## config.mk

```make
export PLATFORM = sky130hd
export DESIGN_NAME = outputPortTop
export DESIGN_NICKNAME = d
export VERILOG_FILES = /design/src/rtl/nocPkg.sv /design/src/rtl/outputPortTop.sv /design/src/rtl/flitSwitch.sv /design/src/rtl/outputArbiter.sv /design/src/rtl/holdTimer.sv
export SDC_FILE = /design/constraint.sdc
export NUM_CORES = 1
export LEC_CHECK = 0
export ABC_AREA = 1
export BUFFER_PORTS_ARGS = -buffer_cell sky130_fd_sc_hd__buf_2
export CAP_MARGIN = 40
export CORE_UTILIZATION = 55
export CTS_BUF_LIST = sky130_fd_sc_hd__clkbuf_8
export DETAILED_ROUTE_END_ITERATION = 16
export GPL_TIMING_DRIVEN = 0
export HOLD_SLACK_MARGIN = 0.08
export PLACE_DENSITY_LB_ADDON = 0.05
export REMOVE_ABC_BUFFERS = 1
export SETUP_SLACK_MARGIN = 0.2
export SLEW_MARGIN = 25
export SYNTH_ARGS = -nofsm -noshare
export SYNTH_HDL_FRONTEND = slang
export SYNTH_SLANG_ARGS = --single-unit
```

## constraint.sdc

```tcl
create_clock -name clk -period 1.8 [get_ports clk]
set_clock_uncertainty 0.05 [all_clocks]
set_input_delay 0.54 -clock clk [delete_from_list [all_inputs] [get_ports clk]]
set_output_delay 0.54 -clock clk [all_outputs]
set_load 0.05 [all_outputs]
```

## src/rtl/nocPkg.sv

```systemverilog
`default_nettype none

package nocPkg;

  // flit format
  localparam int FlitWidth = 16;
  localparam int IdWidth = 3;
  localparam int LenWidth = 12;
  localparam int PayloadWidth = FlitWidth - IdWidth;
  localparam int SpareWidth = FlitWidth - IdWidth - LenWidth;

  // ports of one router output
  localparam int NumPorts = 5;

  typedef enum logic [IdWidth-1:0]
  {
    HEAD = 3'b001,
    BODY = 3'b010,
    TAIL = 3'b100
  } flitId_e;

  typedef enum logic [2:0]
  {
    Local = 3'd0,
    North = 3'd1,
    East  = 3'd2,
    West  = 3'd3,
    South = 3'd4
  } portIdx_e;

  // head flit carries the packet length in flit times
  typedef struct packed
  {
    flitId_e               id;
    logic [LenWidth-1:0]   len;
    logic [SpareWidth-1:0] spare;
  } flitHead_t;

  typedef struct packed
  {
    flitId_e                 id;
    logic [PayloadWidth-1:0] payload;
  } flitBody_t;

  // same word, read as head or as body depending on id
  typedef union packed
  {
    flitHead_t head;
    flitBody_t body;
  } flit_u;

  typedef struct packed
  {
    logic  req;
    flit_u flit;
  } portIn_t;

endpackage

`default_nettype wire
```

## src/rtl/outputPortTop.sv

```systemverilog
`timescale 1ns/10ps
`default_nettype none

module outputPortTop
(
  input  logic                        clk,
  input  logic                        rst,
  input  nocPkg::portIn_t             inPorts [nocPkg::NumPorts],
  output logic [nocPkg::NumPorts-1:0] grant,
  output nocPkg::flit_u               outFlit,
  output logic                        outValid
);

  // grant decision for this output port
  outputArbiter outputArbiter_i
  (
    .clk     (clk),
    .rst     (rst),
    .inPorts (inPorts),
    .grant   (grant)
  );

  // registered crossbar column driven by the grant
  flitSwitch flitSwitch_i
  (
    .clk      (clk),
    .rst      (rst),
    .inPorts  (inPorts),
    .grant    (grant),
    .outFlit  (outFlit),
    .outValid (outValid)
  );

endmodule

`default_nettype wire

```

## src/rtl/flitSwitch.sv

```systemverilog
`timescale 1ns/10ps
`default_nettype none

module flitSwitch
(
  input  logic                        clk,
  input  logic                        rst,
  input  nocPkg::portIn_t             inPorts [nocPkg::NumPorts],
  input  logic [nocPkg::NumPorts-1:0] grant,
  output nocPkg::flit_u               outFlit,
  output logic                        outValid
);
  import nocPkg::*;

  flit_u selFlit;
  logic  selValid;

  // grant is one-hot or zero, so at most one input is picked
  always_comb
  begin
    selFlit = '0;
    selValid = 1'b0;
    for (int i = 0; i < NumPorts; i++)
    begin
      if (grant[i])
      begin
        selFlit = inPorts[i].flit;
        selValid = inPorts[i].req;
      end
    end
  end

  // single output register, the flit is passed through untouched
  always_ff @(posedge clk)
  begin
    if (rst)
    begin
      outFlit <= '0;
      outValid <= 1'b0;
    end
    else if (selValid)
    begin
      outFlit <= selFlit;
      outValid <= 1'b1;
    end
    else
    begin
      // output word reads zero whenever nothing is forwarded
      outFlit <= '0;
      outValid <= 1'b0;
    end
  end

endmodule

`default_nettype wire

```

## src/rtl/outputArbiter.sv

```systemverilog
`timescale 1ns/10ps
`default_nettype none

module outputArbiter
(
  input  logic                        clk,
  input  logic                        rst,
  input  nocPkg::portIn_t             inPorts [nocPkg::NumPorts],
  output logic [nocPkg::NumPorts-1:0] grant
);
  import nocPkg::*;

  localparam int StateWidth = NumPorts + 1;

  // one-hot state, bit 0 is idle, bits 1..5 grant Local..South
  localparam logic [StateWidth-1:0] IdleState  = 6'b000001;
  localparam logic [StateWidth-1:0] GrantLocal = 6'b000010;
  localparam logic [StateWidth-1:0] GrantNorth = 6'b000100;
  localparam logic [StateWidth-1:0] GrantEast  = 6'b001000;
  localparam logic [StateWidth-1:0] GrantWest  = 6'b010000;
  localparam logic [StateWidth-1:0] GrantSouth = 6'b100000;

  logic [StateWidth-1:0] state;
  logic [StateWidth-1:0] nextState;
  logic [NumPorts-1:0]   req;
  logic [NumPorts-1:0]   runTimer;
  logic [NumPorts-1:0]   timesUp;

  // first requester among the span ports that follow last in the rotation
  function automatic logic [StateWidth-1:0] pickAfter
  (
    input logic [NumPorts-1:0] reqs,
    input int unsigned         last,
    input int unsigned         span
  );
    int unsigned idx;
    logic        found;
    begin
      pickAfter = IdleState;
      found = 1'b0;
      for (int unsigned k = 1; k <= span; k++)
      begin
        idx = (last + k) % NumPorts;
        if (!found && reqs[idx])
        begin
          pickAfter = StateWidth'(1) << (idx + 1);
          found = 1'b1;
        end
      end
    end
  endfunction

  for (genvar i = 0; i < NumPorts; i++)
  begin : gTimer
    assign req[i] = inPorts[i].req;

    holdTimer holdTimer_i
    (
      .clk      (clk),
      .rst      (rst),
      .inFlit   (inPorts[i].flit),
      .runTimer (runTimer[i]),
      .timesUp  (timesUp[i])
    );
  end

  always_ff @(posedge clk)
  begin
    if (rst)
    begin
      state <= IdleState;
    end
    else
    begin
      state <= nextState;
    end
  end

  // hold while the owner requests and its timer runs, else rotate onward
  always_comb
  begin
    runTimer = '0;
    nextState = IdleState;
    case (state)
      IdleState:
      begin
        // starting after South makes Local the first candidate
        nextState = pickAfter(req, South, NumPorts);
      end
      GrantLocal:
      begin
        if (req[Local] && !timesUp[Local])
        begin
          runTimer[Local] = 1'b1;
          nextState = GrantLocal;
        end
        else
        begin
          nextState = pickAfter(req, Local, NumPorts - 1);
        end
      end
      GrantNorth:
      begin
        if (req[North] && !timesUp[North])
        begin
          runTimer[North] = 1'b1;
          nextState = GrantNorth;
        end
        else
        begin
          nextState = pickAfter(req, North, NumPorts - 1);
        end
      end
      GrantEast:
      begin
        if (req[East] && !timesUp[East])
        begin
          runTimer[East] = 1'b1;
          nextState = GrantEast;
        end
        else
        begin
          nextState = pickAfter(req, East, NumPorts - 1);
        end
      end
      GrantWest:
      begin
        if (req[West] && !timesUp[West])
        begin
          runTimer[West] = 1'b1;
          nextState = GrantWest;
        end
        else
        begin
          nextState = pickAfter(req, West, NumPorts - 1);
        end
      end
      GrantSouth:
      begin
        if (req[South] && !timesUp[South])
        begin
          runTimer[South] = 1'b1;
          nextState = GrantSouth;
        end
        else
        begin
          nextState = pickAfter(req, South, NumPorts - 1);
        end
      end
      default:
      begin
        // not one-hot, recover through idle
        nextState = IdleState;
      end
    endcase
  end

  assign grant = state[NumPorts:1];

endmodule

`default_nettype wire

```

## src/rtl/holdTimer.sv

```systemverilog
`timescale 1ns/10ps
`default_nettype none

module holdTimer
(
  input  logic          clk,
  input  logic          rst,
  input  nocPkg::flit_u inFlit,
  input  logic          runTimer,
  output logic          timesUp
);
  import nocPkg::*;

  logic [LenWidth-1:0] limit;
  logic [LenWidth-1:0] count;

  // length latch follows every head flit on this input, granted or not
  always_ff @(posedge clk)
  begin
    if (rst)
    begin
      limit <= '0;
    end
    else if (inFlit.head.id == HEAD)
    begin
      limit <= inFlit.head.len;
    end
  end

  // counts cycles of the held grant, restarts whenever the hold drops
  always_ff @(posedge clk)
  begin
    if (rst)
    begin
      count <= '0;
    end
    else if (runTimer)
    begin
      count <= count + 1'b1;
    end
    else
    begin
      count <= '0;
    end
  end

  // count starts at zero on the first granted cycle, so the hold lasts limit+1
  assign timesUp = (count == limit);

endmodule

`default_nettype wire

```

# Word level (Yosys, flattened, before mapping)

Index checks and enable logic that the tools add are counted.

Register bits after elaboration: 143
Bits in latches: 0
RAM bits: 0
Bits in read-only memories: 0
Input port bits: 87
Output and inout bits: 22
Word-level logic and storage cells: 197
Memories: 0

Add/subtract/negate cells: 5
Multiply operators: 0
Div/mod/pow operators: 0
$lt $le $gt $ge: 0
Equal/unequal tests: 16
Shift operators: 0
Multiplexer cells: 103
Bitwise gates (word level): 6
Reductions and logical operators: 54

Operators with widths:

| cell                                          | number |
|---|---|
| 2-to-1 mux 6 bit                              | 19 |
| 2-to-1 mux 16 bit                             | 5 |
| 2-to-1 mux 1 bit                              | 68 |
| adder 12 x 1 -> 12 bit, second input constant | 5 |
| == test 12 bit                                | 5 |
| one-hot mux 6 bit (6 select lines)            | 1 |
| logical AND 1 bit                             | 24 |
| zero test 1 bit                               | 24 |
| 2-to-1 mux 5 bit                              | 4 |
| == test 3 x 1 -> 1 bit, second input constant | 5 |
| 2-to-1 mux 4 bit                              | 3 |
| OR reduction 2 bit                            | 6 |
| == test 6 x 1 -> 1 bit, second input constant | 1 |
| == test 6 x 2 -> 1 bit, second input constant | 1 |
| == test 6 x 3 -> 1 bit, second input constant | 1 |
| == test 6 x 4 -> 1 bit, second input constant | 1 |
| == test 6 x 5 -> 1 bit, second input constant | 1 |
| == test 6 bit, second input constant          | 1 |
| 2-to-1 mux 3 bit                              | 2 |
| inverter 1 bit                                | 6 |
| 2-to-1 mux 2 bit                              | 1 |

# Depth between registers and ports, before layout

Depth in word-level cells: 20
Depth in mapped cells: 13
Gate-level depth less buffers: 13

# Hierarchy

A second synthesis with hierarchy kept.

Cell total of the unflattened synthesis: 1266
Area total of the unflattened synthesis: 8285.4 um2

By module, submodules not included:

| module                                                | times used | cells each | area an instance (um2) | seq. area each (um2) |
|---|---|---|---|---|
| holdTimer (outputArbiter_i.gTimer[0].holdTimer_i ...) | 4          | 169        | 1191.1                 | 480.5 |
| flitSwitch                                            | 1          | 243        | 1353.8                 | 340.3 |
| holdTimer (outputArbiter_i.gTimer[4].holdTimer_i)     | 1          | 169        | 1186.1                 | 480.5 |
| outputArbiter                                         | 1          | 178        | 980.9                  | 120.1 |

# Worst setup path before layout

Ideal clock, no wire load.

Kind: input to register
Start point: in inPorts[48] (netlist name)
End point: reg outputArbiter_i.gTimer[2].holdTimer_i.limit[10]
Library setup time: 0.128 ns
Arrival: 1.473 ns
Required time: 1.622 ns
Setup slack: 0.148 ns
Stages on the path: 5
Path buffers: 2
Path through: or3b_2 -> clkbuf_1 -> clkbuf_1 -> o21ai_0 -> a21oi_1

Longest elaborated chain between the ends: 1

Ends and longest elaborated chain:

| what                   | RTL line           | text |
|---|---|---|
| start: declaration     | outputPortTop.sv:8 | `input nocPkg::portIn_t inPorts [nocPkg::NumPorts],` |
| == test 3 x 1 -> 1 bit | holdTimer.sv:24    | `else if (inFlit.head.id == HEAD)` |
| end signal: assignment | holdTimer.sv:26    | `limit <= inFlit.head.len;` |
| end: declaration       | holdTimer.sv:14    | `logic [LenWidth-1:0] limit;` |

Every way passes these cells.
A chain may end at the register's enable or synchronous reset.

# Worst setup path after layout

Start point: reg outputArbiter_i.state[3]
End point: reg outputArbiter_i.gTimer[4].holdTimer_i.count[4]

Longest elaborated chain between the ends: 4

Ends and longest elaborated chain:

| what                                | RTL line            | text |
|---|---|---|
| start: declaration                  | outputArbiter.sv:23 | `logic [StateWidth-1:0] state;` |
| start signal: assignment            | outputArbiter.sv:71 | `state <= IdleState;` |
| start signal: assignment            | outputArbiter.sv:75 | `state <= nextState;` |
| == test 6 bit                       | --                  |  |
| 2-to-1 mux 1 bit                    | outputArbiter.sv:84 | `case (state)` |
| inverter 1 bit (no source line)     | --                  |  |
| OR reduction 2 bit (no source line) | --                  |  |
| end signal: assignment              | holdTimer.sv:39     | `count <= count + 1'b1;` |
| end: declaration                    | holdTimer.sv:15     | `logic [LenWidth-1:0] count;` |

Every way passes these cells.

==> reports/metrics.csv <==
metric,value,unit
status,finished clean,
vias,7401,
preCtsSetupSlack,-1.07,ns
grt_pass1_vias,6403,
cts_sinks,143,
io_buffers,108,
seq_power_share,45.5,%
ant_nets,0,
core-area,12800,um^2
synth_top_area_share,39.3,%
wirelength,21700,um
pwr-share-clk,37.9,%
rsz0062_at_grt,yes,
grt_antenna_before_repair,0,
cp_cell_sequence,"buf_6, nor2_8, nand2_4, nor3_4, nand3_2, nor2_4, buf_4, inv_4, nor3b_2",
max_freq,597,MHz
synth_cells,1045,
drt-initial-drc-count,568,
yosysUniqueCellTypes,43,
fp.dieH,117,um
initial_core_util,57.1,%
rr_worst_depth,9,
r2r-start,outputArbiter_i.state[3],
yosysSeqAreaShare,39.3,%
cp.arrival,2.02,ns
hold_class,input port to register,
crit_type,register to register,
synthArstFlopShare,0,%
irDropWorstVdd,0.548,mV
drive_above_1_share,30.5,%
final_cells,1382,
path_delay_family,simple AND/OR/NAND/NOR gates,
syn_area,7290,um^2
grt_pass1_wl,31600,um
max-cap-violations,0,
worstPathRequired,2.14,ns
p_sw_share,28.3,%
yosys_warnings,0,
cellPowerDensity,753,nW/um^2
cts_inserted_buffers,17,
crit_path_end_kind,register,
grt_max_degree,40,
vias_per_cell,5.36,
grt_usage,31.1,%
cts_buffer_depth,2,
internal_power,5.21,mW
die_w,117,um
cts_root_buffer,clkbuf_8,
dr.pass1.iters,8,
ys_seq_elements,143,
finalHoldViolCount,0,
overflow,0,
rrSetupSlack,0.12,ns
worstMarginPinSlew,0.431,ns
finalSetupTns,0,ns
cp-endpoint,outputArbiter_i.gTimer[4].holdTimer_i.count[4],
avgSynthCellArea,6.98,um^2
r2r-end,outputArbiter_i.gTimer[4].holdTimer_i.count[4],
max-slew-margin-rel,71.3,%
synth_edf_count,0,
cts_htree_levels,4,
start_kind,register,
io_pins,109,
p_switching,2.06,mW
antenna_cells,0,
drc,0,
cts_tree,yes,
hp-start,inPorts[68],
area_growth_syn_to_layout,32.4,%
fin_nets,1289,
finalSetupViolCount,0,
yosys-top-cells-area,"dfxtp_1 39%, nand2_1 11%, inv_1 7.5%",
dieArea,13700,um^2
final-max-slew-violation-count,0,
leakage,3.95,nW
synth_ff_type,dfxtp_1,
slowest_stage,dfxtp_4,
cp_max_fo,6,
fillerInstances,1001,
crit_cells,9,
p_comb_share,16.6,%
crit_start,outputArbiter_i.state[3],
clkTransAtPathRegs,0.08,ns
gp_congestion,0.933,
clkLatencyLatePin,0.46,ns
dpl.hpwl,14200,um
dp.cells,1282,
fin_crit,1.68,ns
finalWorstSetupSlack,0.124,ns
cp_num_buf_inv,3,
crit_path_max_incr_delay,0.38,ns
yosys.area.top_type,dfxtp_1,
wl_per_cell,15.7,um
post-route-period-util,93.1,%
row_count,41,
ctsHoldBuffers,0,
==> tightest hold or removal path: stages <==
cell and delay, ns:
buf_2 0.08, a211oi_2 0.05, nor2_1 0.08
==> area by class of cell <==
class / instances / area, um^2 / share of cell area, %
multi-input cells: 708 / 4190 / 43.4
flip-flops and latches: 143 / 2930 / 30.4
repair buffers: 175 / 1280 / 13.3
inverters: 151 / 606 / 6.27
clock buffers: 21 / 289 / 2.99
well taps: 172 / 215 / 2.23
clock inverters: 11 / 138 / 1.43
repair inverters: 1 / 7.51 / 0.0778
==> synth_stat cells, drive strengths merged (8+ instances only) <==
cell and n:
a211oi 9, xnor2 32, o21ai 66, buf 22, clkbuf 23, a22o 8, nor3 29, nand3 69
nand4 11, xor2 11, nor2 108, nand2 224, a21oi 99, inv 150, dfxtp 143
==> registers in the layout, indices dropped and copies added (netlist names) <==
register / count
outputArbiter_i.gTimer.holdTimer_i.count: 60
outputArbiter_i.gTimer.holdTimer_i.limit: 60
flitSwitch_i.outFlit: 16
outputArbiter_i.state: 6
flitSwitch_i.outValid: 1
==> layout by cell type (no fill, tap or decap), types with 4 or more instances in the layout <==
cell	synthesis	routed
buf_4	7	55
nor2_1	100	80
o21ai_0	66	64
clkinv_2	1	4
a21oi_2	3	7
a31oi_1	7	4
a21oi_1	96	92
nand2_4	0	8
clkbuf_8	0	21
buf_2	8	87
nand3_2	2	10
dfxtp_2	0	24
a211oi_2	0	8
dfxtp_4	0	10
buf_12	0	5
nor2_4	2	10
nand3_1	67	56
clkinvlp_4	0	4
inv_2	4	6
dfxtp_1	143	109
nor2_2	5	17
xnor2_1	32	31
nor3_4	2	8
nor3b_2	3	4
buf_8	0	5
inv_1	146	140
nand2_1	220	206
nand4_1	10	10
buf_6	4	23
nor3_2	9	9
xor2_1	11	10
nor3_1	18	12
a22o_1	8	8
nand2_2	4	11
==> timing repair <==
| item | 4_1_cts | 5_1_grt |
|---|---|---|
| pin swaps | 16 | 38 |
| gates cloned | 3 | 0 |
| resized for setup | 107 | 124 |
| setup endpoints to repair | 105 | 89 |
| setup buffers | 44 | 17 |
==> worst min-delay path by stage <==
| stage | endpoint | slack (ns) | cells after the start |
|---|---|---|---|
| global placement | outputArbiter_i.gTimer[1].holdTimer_i.limit[4] | 0.40 | 2 |
| finish | flitSwitch_i.outFlit[0] | 0.27 | 3 |
| detailed placement | outputArbiter_i.gTimer[4].holdTimer_i.limit[3] | 0.40 | 2 |
| floorplan | outputArbiter_i.gTimer[0].holdTimer_i.count[0] | 0.38 | 1 |
| CTS | flitSwitch_i.outFlit[0] | 0.26 | 3 |
| global route | flitSwitch_i.outFlit[3] | 0.27 | 3 |
==> power groups by stage <==
stage / clock network [mW] / logic [mW] / registers [mW]
6_report: 2.75 / 1.20 / 3.31
5_1_grt: 2.91 / 1.29 / 3.32
4_1_cts: 2.77 / 1.05 / 3.32
2_1_floorplan: 0 / 0.481 / 3.44
3_3_place_gp: 0 / 0.854 / 3.40
3_5_place_dp: 0 / 0.872 / 3.39
==> per-stage QoR <==
stage          hold slack (ns)  power, mW  cell area, um^2  util (%)
2_1_floorplan            0.380       3.92             7060         -
3_3_place_gp             0.397       4.26             7810      61.2
3_5_place_dp             0.397       4.26             7850      61.4
4_1_cts                  0.261       7.13             8980      70.3
5_1_grt                  0.269       7.53             9650      75.6
6_report                 0.273       7.27             9650      75.6
==> cell families (layout without fill, tap and decap cells) <==
kind of cell	count (synthesis)	in the layout	synth area share [%]
AND/OR/NAND/NOR	457	459	28.4
AO/OA/AOI/OAI	201	201	15.3
buffers and inverters	196	359	11.0
flip-flops	143	143	39.3
XOR/XNOR	43	43	5.16
adder cells (fa/ha/maj)	5	5	0.858
==> metal layers <==
metal	global-route usage, %	share of wire [%]	up-vias
met3	7.88	6.6	40
li1	-	-	3675
met5	0	0	-
met4	10.9	2.1	0
met1	39.2	43	3412
met2	51.5	48	274
Power figures use the tool's default switching activity.
